--- src/verilog/reuleaux_pkg.sv ---
package reuleaux_pkg;

    // screen coordinates as the plot port sees them
    typedef logic [7:0] coord_x_t;
    typedef logic [6:0] coord_y_t;

    // 3-bit pixel colour, 0 is black
    typedef logic [2:0] colour_t;

    // side length of the triangle, always even
    typedef logic [7:0] diam_t;

    // signed working coordinate
    // arc points around far vertices can land well off the screen
    typedef logic signed [9:0] span_t;

    // top vertex sits diameter * 591 / 1024 above the centre
    localparam logic [9:0] top_num = 10'd591;

    // base vertices sit diameter * 296 / 1024 below the centre
    localparam logic [9:0] bot_num = 10'd296;

    // draw controller
    typedef enum logic [1:0] {
        idle,
        clearing,
        tracing,
        finished
    } ctrl_state_t;

    // arc tracer
    typedef enum logic [1:0] {
        t_idle,
        t_setup,
        t_step,
        t_next_arc
    } trace_state_t;

endpackage

--- src/verilog/pixel_if.sv ---
interface pixel_if import reuleaux_pkg::*; ();

    // candidate pixel, signed so it may still be off the screen
    span_t   x;
    span_t   y;
    colour_t colour;

    // pixel present this cycle
    logic    valid;

    // final item of the stream, may come with valid low
    logic    last;

    modport source (
        output x,
        output y,
        output colour,
        output valid,
        output last
    );

    modport sink (
        input x,
        input y,
        input colour,
        input valid,
        input last
    );

endinterface

--- src/verilog/screen_clear.sv ---
module screen_clear import reuleaux_pkg::*; #(
    parameter int screen_w = 160,
    parameter int screen_h = 120
) (
    input  logic     vif,
    input  logic     reset,
    input  logic     go,
    output coord_x_t x,
    output coord_y_t y,
    output logic     valid,
    output logic     last
);

    coord_x_t col;
    coord_y_t row;
    logic     active;
    logic     col_end;
    logic     row_end;

    assign col_end = (col == coord_x_t'(screen_w - 1));
    assign row_end = (row == coord_y_t'(screen_h - 1));

    // x is the outer loop, y the inner one
    always_ff @(posedge vif) begin
        if (reset) begin
            active <= 1'b0;
            col    <= '0;
            row    <= '0;
        end else if (go) begin
            active <= 1'b1;
            col    <= '0;
            row    <= '0;
        end else if (active) begin
            if (row_end) begin
                row <= '0;
                col <= col + 1'b1;
                // bottom right corner closes the sweep
                if (col_end) begin
                    active <= 1'b0;
                end
            end else begin
                row <= row + 1'b1;
            end
        end
    end

    assign x     = col;
    assign y     = row;
    assign valid = active;
    assign last  = active && col_end && row_end;

endmodule

--- src/verilog/arc_tracer.sv ---
module arc_tracer import reuleaux_pkg::*; (
    input  logic    vif,
    input  logic    reset,
    input  logic    go,
    input  coord_x_t cmd_cx,
    input  coord_y_t cmd_cy,
    input  diam_t   cmd_d,
    input  colour_t cmd_colour,
    pixel_if.source trace_px
);

    trace_state_t      state;
    logic [1:0]        arc;
    logic [2:0]        oct;

    // current vertex and midpoint circle state
    span_t             vx;
    span_t             vy;
    span_t             ox;
    span_t             oy;
    logic signed [11:0] crit;

    logic [17:0]       top_prod;
    logic [17:0]       bot_prod;
    span_t             cx_s;
    span_t             cy_s;
    span_t             half_d;
    span_t             radius;
    span_t             top_off;
    span_t             bot_off;
    span_t             vert_x;
    span_t             vert_y;

    span_t             ox_n;
    span_t             oy_n;
    logic signed [11:0] crit_n;
    logic              arc_end;
    span_t             pt_x;
    span_t             pt_y;

    assign top_prod = cmd_d * top_num;
    assign bot_prod = cmd_d * bot_num;
    assign top_off  = span_t'({2'b00, top_prod[17:10]});
    assign bot_off  = span_t'({2'b00, bot_prod[17:10]});
    assign cx_s     = span_t'({2'b00, cmd_cx});
    assign cy_s     = span_t'({3'b000, cmd_cy});
    assign half_d   = span_t'({3'b000, cmd_d[7:1]});
    assign radius   = span_t'({2'b00, cmd_d});

    // arc 0 around the top vertex, then right, then left
    always_comb begin
        case (arc)
            2'd0: begin
                vert_x = cx_s;
                vert_y = cy_s - top_off;
            end
            2'd1: begin
                vert_x = cx_s + half_d;
                vert_y = cy_s + bot_off;
            end
            default: begin
                vert_x = cx_s - half_d;
                vert_y = cy_s + bot_off;
            end
        endcase
    end

    // one midpoint step, taken after the eighth octant point
    always_comb begin
        oy_n = oy + 10'sd1;
        if (crit <= 12'sd0) begin
            ox_n   = ox;
            crit_n = crit + (12'(oy_n) <<< 1) + 12'sd1;
        end else begin
            ox_n   = ox - 10'sd1;
            crit_n = crit + ((12'(oy_n) - 12'(ox_n)) <<< 1) + 12'sd1;
        end
        arc_end = (oy_n > ox_n);
    end

    always_comb begin
        case (oct)
            3'd0: begin pt_x = vx + ox; pt_y = vy + oy; end
            3'd1: begin pt_x = vx + oy; pt_y = vy + ox; end
            3'd2: begin pt_x = vx - oy; pt_y = vy + ox; end
            3'd3: begin pt_x = vx - ox; pt_y = vy + oy; end
            3'd4: begin pt_x = vx - ox; pt_y = vy - oy; end
            3'd5: begin pt_x = vx - oy; pt_y = vy - ox; end
            3'd6: begin pt_x = vx + oy; pt_y = vy - ox; end
            default: begin pt_x = vx + ox; pt_y = vy - oy; end
        endcase
    end

    always_ff @(posedge vif) begin
        if (reset) begin
            state          <= t_idle;
            arc            <= '0;
            oct            <= '0;
            trace_px.valid <= 1'b0;
            trace_px.last  <= 1'b0;
        end else begin
            trace_px.valid <= 1'b0;
            trace_px.last  <= 1'b0;
            case (state)
                t_idle: begin
                    if (go) begin
                        arc   <= '0;
                        state <= t_setup;
                    end
                end
                t_setup: begin
                    oct <= '0;
                    // nothing to draw, close the stream at once
                    if (cmd_d == '0) begin
                        trace_px.last <= 1'b1;
                        state         <= t_idle;
                    end else begin
                        state <= t_step;
                    end
                end
                t_step: begin
                    trace_px.valid <= 1'b1;
                    oct            <= oct + 1'b1;
                    if (oct == 3'd7 && arc_end) begin
                        if (arc == 2'd2) begin
                            trace_px.last <= 1'b1;
                            state         <= t_idle;
                        end else begin
                            state <= t_next_arc;
                        end
                    end
                end
                t_next_arc: begin
                    arc   <= arc + 1'b1;
                    state <= t_setup;
                end
            endcase
        end
    end

    always_ff @(posedge vif) begin
        if (state == t_setup) begin
            vx   <= vert_x;
            vy   <= vert_y;
            ox   <= radius;
            oy   <= '0;
            crit <= 12'sd1 - 12'(radius);
        end else if (state == t_step) begin
            trace_px.x      <= pt_x;
            trace_px.y      <= pt_y;
            trace_px.colour <= cmd_colour;
            if (oct == 3'd7) begin
                ox   <= ox_n;
                oy   <= oy_n;
                crit <= crit_n;
            end
        end
    end

endmodule

--- src/verilog/arc_clip.sv ---
module arc_clip import reuleaux_pkg::*; #(
    parameter int screen_w = 160,
    parameter int screen_h = 120
) (
    input  logic     vif,
    input  logic     reset,
    input  coord_x_t cmd_cx,
    input  coord_y_t cmd_cy,
    input  diam_t    cmd_d,
    pixel_if.sink    trace_px,
    pixel_if.source  clip_px
);

    logic [17:0] bot_prod;
    span_t       cx_s;
    span_t       base_y;
    logic [1:0]  arc;
    logic        prev_valid;
    logic        keep_arc;
    logic        on_screen;

    assign bot_prod = cmd_d * bot_num;
    assign cx_s     = span_t'({2'b00, cmd_cx});
    assign base_y   = span_t'({3'b000, cmd_cy}) + span_t'({2'b00, bot_prod[17:10]});

    // outline segment of each arc
    always_comb begin
        case (arc)
            2'd0: keep_arc = (trace_px.y >= base_y);
            2'd1: keep_arc = (trace_px.x <= cx_s) && (trace_px.y <= base_y);
            2'd2: keep_arc = (trace_px.x >= cx_s) && (trace_px.y <= base_y);
            default: keep_arc = 1'b0;
        endcase
    end

    assign on_screen = (trace_px.x >= 10'sd0) && (trace_px.x <= span_t'(screen_w - 1)) &&
                       (trace_px.y >= 10'sd0) && (trace_px.y <= span_t'(screen_h - 1));

    // the tracer leaves idle cycles between arcs
    // so each falling edge of valid moves on to the next arc
    always_ff @(posedge vif) begin
        if (reset) begin
            arc           <= '0;
            prev_valid    <= 1'b0;
            clip_px.valid <= 1'b0;
            clip_px.last  <= 1'b0;
        end else begin
            clip_px.valid <= trace_px.valid && keep_arc && on_screen;
            clip_px.last  <= trace_px.last;
            if (trace_px.last) begin
                arc        <= '0;
                prev_valid <= 1'b0;
            end else begin
                prev_valid <= trace_px.valid;
                if (prev_valid && !trace_px.valid) begin
                    arc <= arc + 1'b1;
                end
            end
        end
    end

    always_ff @(posedge vif) begin
        clip_px.x      <= trace_px.x;
        clip_px.y      <= trace_px.y;
        clip_px.colour <= trace_px.colour;
    end

endmodule

--- src/verilog/draw_control.sv ---
module draw_control import reuleaux_pkg::*; (
    input  logic     vif,
    input  logic     reset,
    input  logic     start,
    input  coord_x_t centre_x,
    input  coord_y_t centre_y,
    input  diam_t    diameter,
    input  colour_t  colour,
    output logic     done,
    output logic     clear_go,
    output logic     trace_go,
    input  coord_x_t clear_x,
    input  coord_y_t clear_y,
    input  logic     clear_valid,
    input  logic     clear_last,
    pixel_if.sink    clip_px,
    output coord_x_t vga_x,
    output coord_y_t vga_y,
    output colour_t  vga_colour,
    output logic     vga_plot,
    output coord_x_t cmd_cx,
    output coord_y_t cmd_cy,
    output diam_t    cmd_d,
    output colour_t  cmd_colour
);

    ctrl_state_t state;

    always_ff @(posedge vif) begin
        if (reset) begin
            state    <= idle;
            done     <= 1'b0;
            clear_go <= 1'b0;
            trace_go <= 1'b0;
            vga_plot <= 1'b0;
        end else begin
            clear_go <= 1'b0;
            trace_go <= 1'b0;
            vga_plot <= 1'b0;
            case (state)
                idle: begin
                    if (start) begin
                        clear_go <= 1'b1;
                        state    <= clearing;
                    end
                end
                clearing: begin
                    vga_plot <= clear_valid;
                    if (clear_valid && clear_last) begin
                        trace_go <= 1'b1;
                        state    <= tracing;
                    end
                end
                tracing: begin
                    vga_plot <= clip_px.valid;
                    if (clip_px.last) begin
                        state <= finished;
                    end
                end
                finished: begin
                    // done waits one cycle so the last plot is out first
                    if (!done) begin
                        done <= 1'b1;
                    end else if (!start) begin
                        done  <= 1'b0;
                        state <= idle;
                    end
                end
            endcase
        end
    end

    // command is taken in the cycle start is seen
    always_ff @(posedge vif) begin
        if (state == idle && start) begin
            cmd_cx     <= centre_x;
            cmd_cy     <= centre_y;
            cmd_d      <= diameter;
            cmd_colour <= colour;
        end
    end

    always_ff @(posedge vif) begin
        if (state == clearing) begin
            vga_x      <= clear_x;
            vga_y      <= clear_y;
            vga_colour <= '0;
        end else begin
            vga_x      <= coord_x_t'(clip_px.x);
            vga_y      <= coord_y_t'(clip_px.y);
            vga_colour <= clip_px.colour;
        end
    end

endmodule

--- src/verilog/reuleaux_top.sv ---
module reuleaux_top import reuleaux_pkg::*; #(
    parameter int screen_w = 160,
    parameter int screen_h = 120
) (
    input  logic     vif,
    input  logic     reset,
    input  logic     start,
    input  coord_x_t centre_x,
    input  coord_y_t centre_y,
    input  diam_t    diameter,
    input  colour_t  colour,
    output logic     done,
    output coord_x_t vga_x,
    output coord_y_t vga_y,
    output colour_t  vga_colour,
    output logic     vga_plot
);

    logic     clear_go;
    logic     trace_go;
    coord_x_t clear_x;
    coord_y_t clear_y;
    logic     clear_valid;
    logic     clear_last;
    coord_x_t cmd_cx;
    coord_y_t cmd_cy;
    diam_t    cmd_d;
    colour_t  cmd_colour;

    // tracer to clipper, clipper to controller
    pixel_if trace_px ();
    pixel_if clip_px ();

    draw_control u_ctrl (
        .vif         (vif),
        .reset       (reset),
        .start       (start),
        .centre_x    (centre_x),
        .centre_y    (centre_y),
        .diameter    (diameter),
        .colour      (colour),
        .done        (done),
        .clear_go    (clear_go),
        .trace_go    (trace_go),
        .clear_x     (clear_x),
        .clear_y     (clear_y),
        .clear_valid (clear_valid),
        .clear_last  (clear_last),
        .clip_px     (clip_px.sink),
        .vga_x       (vga_x),
        .vga_y       (vga_y),
        .vga_colour  (vga_colour),
        .vga_plot    (vga_plot),
        .cmd_cx      (cmd_cx),
        .cmd_cy      (cmd_cy),
        .cmd_d       (cmd_d),
        .cmd_colour  (cmd_colour)
    );

    screen_clear #(
        .screen_w (screen_w),
        .screen_h (screen_h)
    ) u_clear (
        .vif   (vif),
        .reset (reset),
        .go    (clear_go),
        .x     (clear_x),
        .y     (clear_y),
        .valid (clear_valid),
        .last  (clear_last)
    );

    arc_tracer u_tracer (
        .vif        (vif),
        .reset      (reset),
        .go         (trace_go),
        .cmd_cx     (cmd_cx),
        .cmd_cy     (cmd_cy),
        .cmd_d      (cmd_d),
        .cmd_colour (cmd_colour),
        .trace_px   (trace_px.source)
    );

    arc_clip #(
        .screen_w (screen_w),
        .screen_h (screen_h)
    ) u_clip (
        .vif      (vif),
        .reset    (reset),
        .cmd_cx   (cmd_cx),
        .cmd_cy   (cmd_cy),
        .cmd_d    (cmd_d),
        .trace_px (trace_px.sink),
        .clip_px  (clip_px.source)
    );

endmodule

--- config.mk ---
export PLATFORM = sky130hd
export DESIGN_NAME = reuleaux_top
export DESIGN_NICKNAME = d
export VERILOG_FILES = /design/src/verilog/reuleaux_pkg.sv /design/src/verilog/pixel_if.sv /design/src/verilog/screen_clear.sv /design/src/verilog/arc_tracer.sv /design/src/verilog/arc_clip.sv /design/src/verilog/draw_control.sv /design/src/verilog/reuleaux_top.sv
export SDC_FILE = /design/constraint.sdc
export NUM_CORES = 1
export LEC_CHECK = 0
export BUFFER_PORTS_ARGS = -buffer_cell sky130_fd_sc_hd__buf_2
export CAP_MARGIN = 0
export CORE_MARGIN = 5
export CORE_UTILIZATION = 60
export CTS_CLUSTER_SIZE = 8
export DETAILED_ROUTE_END_ITERATION = 6
export PLACE_DENSITY_LB_ADDON = 0.08
export SETUP_SLACK_MARGIN = 0.1
export SLEW_MARGIN = 5
export SYNTH_ARGS = -nofsm -noshare
export SYNTH_HDL_FRONTEND = slang
export SYNTH_SLANG_ARGS = --single-unit
--- constraint.sdc ---
create_clock -name vif -period 9.6 [get_ports vif]
set_clock_uncertainty 0.2 [all_clocks]
set_input_delay 2.4 -clock vif [delete_from_list [all_inputs] [get_ports vif]]
set_output_delay 2.4 -clock vif [all_outputs]
set_load 0.02 [all_outputs]
# --- Word level (Yosys, flattened, before mapping) ---
# Cells that the tools add are included.
# Widths: inputs -> output; s select.
op_classes:
  addsub: 25
  multipliers: 2
  order_cmp: 10
  n_eq_ne: 26
  muxes: 43
  bitwise_logic: 3
  n_reduce_logical: 40
ops:
  columns: ["cell", "count"]
  rows:
  - ["$pmux 10 s3", 2]
  - ["$mux 12", 4]
  - ["$add 10x10->10", 4]
  - ["$sub 10x10->10", 4]
  - ["$mux 8", 4]
  - ["$add 12x2->12 const B", 2]
  - ["$ge 10x1->1 const B", 2]
  - ["$ge 10x9->1", 2]
  - ["$le 10x9->1", 2]
  - ["$mux 10", 2]
  - ["$mux 2", 10]
  - ["$pmux 10 s2", 1]
  - ["$reduce_or 2->1", 10]
  - ["$mul 8x10->18 const B", 1]
  - ["$pmux 2 s4", 2]
  - ["$mul 8x6->14 const B", 1]
  - ["$mux 7", 2]
  - ["$logic_and 1x1->1", 13]
  - ["$add 12x11->12", 1]
  - ["$add 12x12->12", 1]
  - ["$eq 2x2->1 const B", 6]
  - ["$eq 3x3->1 const B", 4]
  - ["$le 12x1->1 const B", 1]
  - ["$reduce_and 2->1", 6]
  - ["34 further kinds", 62]
word_totals:
  ff_bits: 173
  in_bits: 29
  output_inout_bits: 20

# --- Depth between registers and ports, before layout ---
depth:
  word_depth: 8
  ltp_mapped: 24

# --- By module ---
# From an unflattened synthesis, not the netlist that was laid out.
hier_totals:
  cells_unflattened: 1526
  area_unflattened_um2: 14480.1
modules_own_cells:
  columns: ["module", "instances", "cells_per_inst", "area_per_inst_um2"]
  rows:
  - ["arc_tracer", 1, 1140, 10060.9]
  - ["arc_clip", 1, 194, 1923.1]
  - ["draw_control", 1, 99, 1674.1]
  - ["screen_clear", 1, 93, 822.0]

# --- Least setup slack after synthesis ---
# OpenSTA, ideal clock, no wires.
synth_timing:
  path_kind: "register to register"
  from: "register u_ctrl.cmd_d[5]"
  to: "register u_tracer.vy[6] (data pin)"
  setup_time_ps: 269
  arrival_time_ps: 5314
  required_time_ps: 9131
  slack_ps: 3817
  stages_incl_launch_ff: 23
  path_cell_list: "edfxtp_1 -> fa_1 -> inv_1 -> fa_1 -> fa_1 -> inv_1 -> fa_1 -> ha_1 -> nor2b_1 -> o31ai_1 -> a21bo_2 -> nand2b_1 -> xor2_1 -> ha_1 -> inv_1 -> fa_1 -> a21o_1 -> a21o_1 -> a21o_1 -> a21oi_1 -> xnor2_1 -> nand2_1 -> o21ai_0"
synth_via:
  elab_chain_cells: 3
synth_rtl:
  columns: ["element", "line", "rtl"]
  rows:
  - ["start: declaration", "draw_control.sv:23", "output diam_t cmd_d,"]
  - ["start signal: assignment", "draw_control.sv:78", "cmd_d <= diameter;"]
  - ["$mul 8x10->18 or $mul 8x6->14 (tied branches)", "arc_tracer.sv:41, arc_tracer.sv:42", null]
  - ["$sub 7x8->9 or $add 7x7->8 (tied branches)", "arc_tracer.sv:55, arc_tracer.sv:59, arc_tracer.sv:63", null]
  - ["$mux 10 (*)", null, null]
  - ["via u_tracer.vert_y[6]", "arc_tracer.sv:32", "span_t vert_y;"]
  - ["end signal: assignment", "arc_tracer.sv:144", "vy <= vert_y;"]
  - ["end: declaration", "arc_tracer.sv:18", "span_t vy;"]
# Mark *: on every way through the listed nets, which the timed path passes. The rest lies on a longest branch.
# A chain may end at the register's enable or synchronous reset.

# --- Worst setup path after layout ---
# Ends and elaborated chain as after synthesis.

==> impl_metrics.yaml <==
cts:
  root_buffer: "clkbuf_16"
  htree_num_levels: 4
  post_cts_resized: 0
  post_cts_buffers: 0
  clock_path_buffers: 2
  cts_hold_buf: 0
  clkLatencyLatePin_ps: 430
  cts_sinks: 172
  numCtsBuffers: 17
  cts_tree: "built"
  path_clk_slew_ps: 80
sta:
  tns_ps: 0
  setup_viol: 0
  slew_violations: 0
  rsz0062_at_grt: "no"
  final_hold_viol_count: 0
  fmax_mhz: 158
  hold_slack_ps: 149
  worst_slew_pin_slew_ps: 1010
  finalCritPeriodShare: 0.660
  slew_headroom: 0.323
  min_period_ps: 6340
floorplan:
  start_util: 0.603
  die_area_mm2: 0.0248
  coreArea_mm2: 0.0216
  die_h_um: 157
  io_pins: 49
  std_cell_rows: 54
  die_x_um: 157
finish:
  drive_above_1_share: 0.0880
  diodes: 0
  multiInputGateArea_mm2: 0.00815
  stdcell_area_mm2: 0.0141
  nets: 1646
  nFillCells: 1814
  syn2layout_area_growth_pct: 8.46
  seq_area_mm2: 0.00432
pwr:
  combPwrFrac: 0.589
  total_leakage_power_nw: 6.11
  clkPwrFrac: 0.170
  sw_frac_of_total: 0.422
  peakVddDrop_mv: 0.246
  seqPwrFrac: 0.241
  p_int_mw: 2.45
  p_per_area_mw_per_mm2: 301
  power_switching_mw: 1.79
worst_setup_path:
  required_ps: 9540
  r2r_slack_ps: 3260
  end_kind: "register"
  reg2reg_from: "u_ctrl.cmd_d[5]"
  worstPathArrival_ps: 6280
  cpMostUsedCell: "fa_1"
  reg2regPathDepth: 21
  r2r_end: "u_tracer.vy[6]"
  path_max_fanout: 10
  cp_slowest_cell: "fa_1"
  critPathLaunchType: "register"
  critical-path-max-stage-delay_ps: 640
  path_cells: "fa_1 -> inv_1 -> fa_1 -> fa_1 -> inv_1 -> fa_1 -> ha_1 -> nor2b_1 -> o31ai_1 -> a21bo_2 -> nand2b_1 -> a21oi_1 -> xor2_1 -> fa_1 -> a21o_1 -> a21o_1 -> a21o_1 -> a21oi_1 -> xnor2_1 -> nand2_1 -> o21ai_0"
  crit_type: "reg2reg"
logic_synthesis:
  synth-adder-area-share: 0.228
  yosysSeqAreaShare: 0.332
  ys_types: 69
  synth_area_mm2: 0.0130
  ys.flop_type: "edfxtp_1"
  synth_xor_area_frac: 0.0840
  avgSynthCellArea_um2: 9.55
  netlist_instances: 1365
  synth_compound_area_frac: 0.151
  yosys_warnings: 0
  ys_seq_elements: 172
  async_reset_ff_frac: 0
  synth_top_family_by_area: "adder cells"
  syn-num-nets: 1615
  synthSimpleGateAreaFrac: 0.133
  muxShareOfSynthArea: 0.0301
  synth-edff-count: 88
hold_path:
  holdPathEnd: "u_clip.clip_px.colour[0]"
  holdPathStages: 0
  hold_class: "reg2reg"
  min_from: "u_tracer.trace_px.colour[0]"
global_route:
  grt_overflow_total: 0
  grt_pass1_vias: 9441
  grtUsageTotal: 0.245
  grt_start_max_net_pins: 59
  antenna_found_initial: 0
  grt_pass1_wl_um: 48400
run:
  drv_cap: 0
route:
  drc: 0
  num_vias: 9842
  met3_length_um: 1520
  top_layer_used: "met4"
  via_per_inst: 5.83
  antenna_left: 0
  drt-wirelength-per-cell_um: 17.5
  dr.pass1.iters: 5
  drt-total-wl_um: 29500
  wl_met1_um: 13900
  drtIter0Drc: 754
  routed-wl-met2_um: 13500
placement:
  hpwl_um: 22700
  io_buffers: 48
  place_congestion: 0.957
  placed_area_mm2: 0.0135
outcome:
  outcome: "completed"
final cells by class:
| type | count | area share |
|---|---|---|
| inverters | 104 | 0.0276 |
| multi-input cells | 1047 | 0.577 |
| flip-flops and latches | 172 | 0.306 |
| repair buffers | 54 | 0.0202 |
| well taps | 280 | 0.0248 |
| clock inverters | 14 | 0.0127 |
| clock buffers | 18 | 0.0319 |
per-stage QoR:
stage               cells  utilization  setup WS (ps)  power, mW
finish               1689        0.654           3260       4.25
global route         1689        0.654           2900       4.64
CTS                  1689        0.654           3250       4.27
detailed placement   1657        0.625           3320       3.52
global placement     1657        0.625           3480       3.44
floorplan            1365            -           3820       2.92
synthesized netlist by cell type, drive strengths merged (9+ instances only):
cell type  number  area (µm²)
o21a           16         120
inv           103         387
nor2b          24         150
a21o           26         195
a21oi          90         450
nor2          122         458
nor3           36         191
a221oi         10        93.8
o21ai          66         330
fa             27         541
ha            194        2430
nor4            9        56.3
clkbuf         34         128
mux2i          19         190
mux2           18         203
nand2b         13        81.3
or3            11        73.8
o21bai         18         135
nand4          14        87.6
edfxtp         88        2640
nand2          86         323
xor2           48         420
xnor2          77         674
dfxtp          84        1680
nand3          17        85.1
logic make-up (layout without fill, tap and decap cells):
| group | Yosys count | count (layout) |
|---|---|---|
| DFF | 172 | 172 |
| adders and majority gates | 221 | 221 |
| muxes | 37 | 37 |
| buffers and inverters | 146 | 190 |
| AOI/OAI and AO/OA | 302 | 302 |
| xor gates and xnor gates | 125 | 125 |
| and+or+nand+nor | 362 | 362 |
worst max-delay path by stage:
stage,startpoint,to,slack [ps]
2_1_floorplan,u_ctrl.cmd_d[5],u_tracer.vy[6],3820
3_3_place_gp,u_ctrl.cmd_d[5],u_tracer.vy[6],3480
3_5_place_dp,u_ctrl.cmd_d[5],u_tracer.vy[6],3320
4_1_cts,u_ctrl.cmd_d[5],u_tracer.vy[6],3250
5_1_grt,u_ctrl.cmd_d[5],u_tracer.vy[6],2900
6_report,u_ctrl.cmd_d[5],u_tracer.vy[6],3260
power groups by stage:
stage / Clock, mW / Sequential [mW] / Combinational (mW)
final: 0.723 / 1.02 / 2.50
after global routing: 0.775 / 1.03 / 2.83
after CTS: 0.742 / 1.02 / 2.51
after detailed placement: 0 / 1.04 / 2.48
after global placement: 0 / 1.04 / 2.40
after floorplan: 0 / 1.04 / 1.88
flip-flops by register name (all words and copies together), names as in the netlist, 9 cells and up:
register,cells
u_tracer.crit,12
u_tracer.ox,10
u_tracer.oy,10
u_tracer.trace_px.x,10
u_tracer.trace_px.y,10
u_tracer.vx,10
u_tracer.vy,9
worst max-delay path: cells and delay by family (launching register included):
family | cells | cell delay, ps
buf+inv | 2 | 130
xor+xnor | 2 | 240
simple gates | 3 | 280
compound gates | 8 | 1670
fa+ha+maj | 6 | 2960
flops | 1 | 590
cell usage in the layout (no fill, tap or decap), types with 24 or more instances in the layout:
master / netlist / final
xnor2_1: 77 / 77
edfxtp_1: 88 / 88
a21o_1: 26 / 26
nor2_1: 122 / 122
nand2_1: 86 / 86
ha_1: 194 / 193
inv_1: 102 / 102
fa_1: 27 / 27
buf_2: 0 / 48
o21ai_0: 66 / 66
nor2b_1: 24 / 24
xor2_1: 48 / 48
a21oi_1: 90 / 90
nor3_1: 35 / 35
dfxtp_1: 84 / 84
routing by layer:
| metal | GRT usage | vias to the layer above |
|---|---|---|
| met5 | 0 | - |
| met4 | 0.0655 | 0 |
| met3 | 0.0371 | 42 |
| met2 | 0.396 | 268 |
| met1 | 0.344 | 4612 |
| li1 | - | 4920 |
Note: power is estimated with default switching activity, not from simulation.
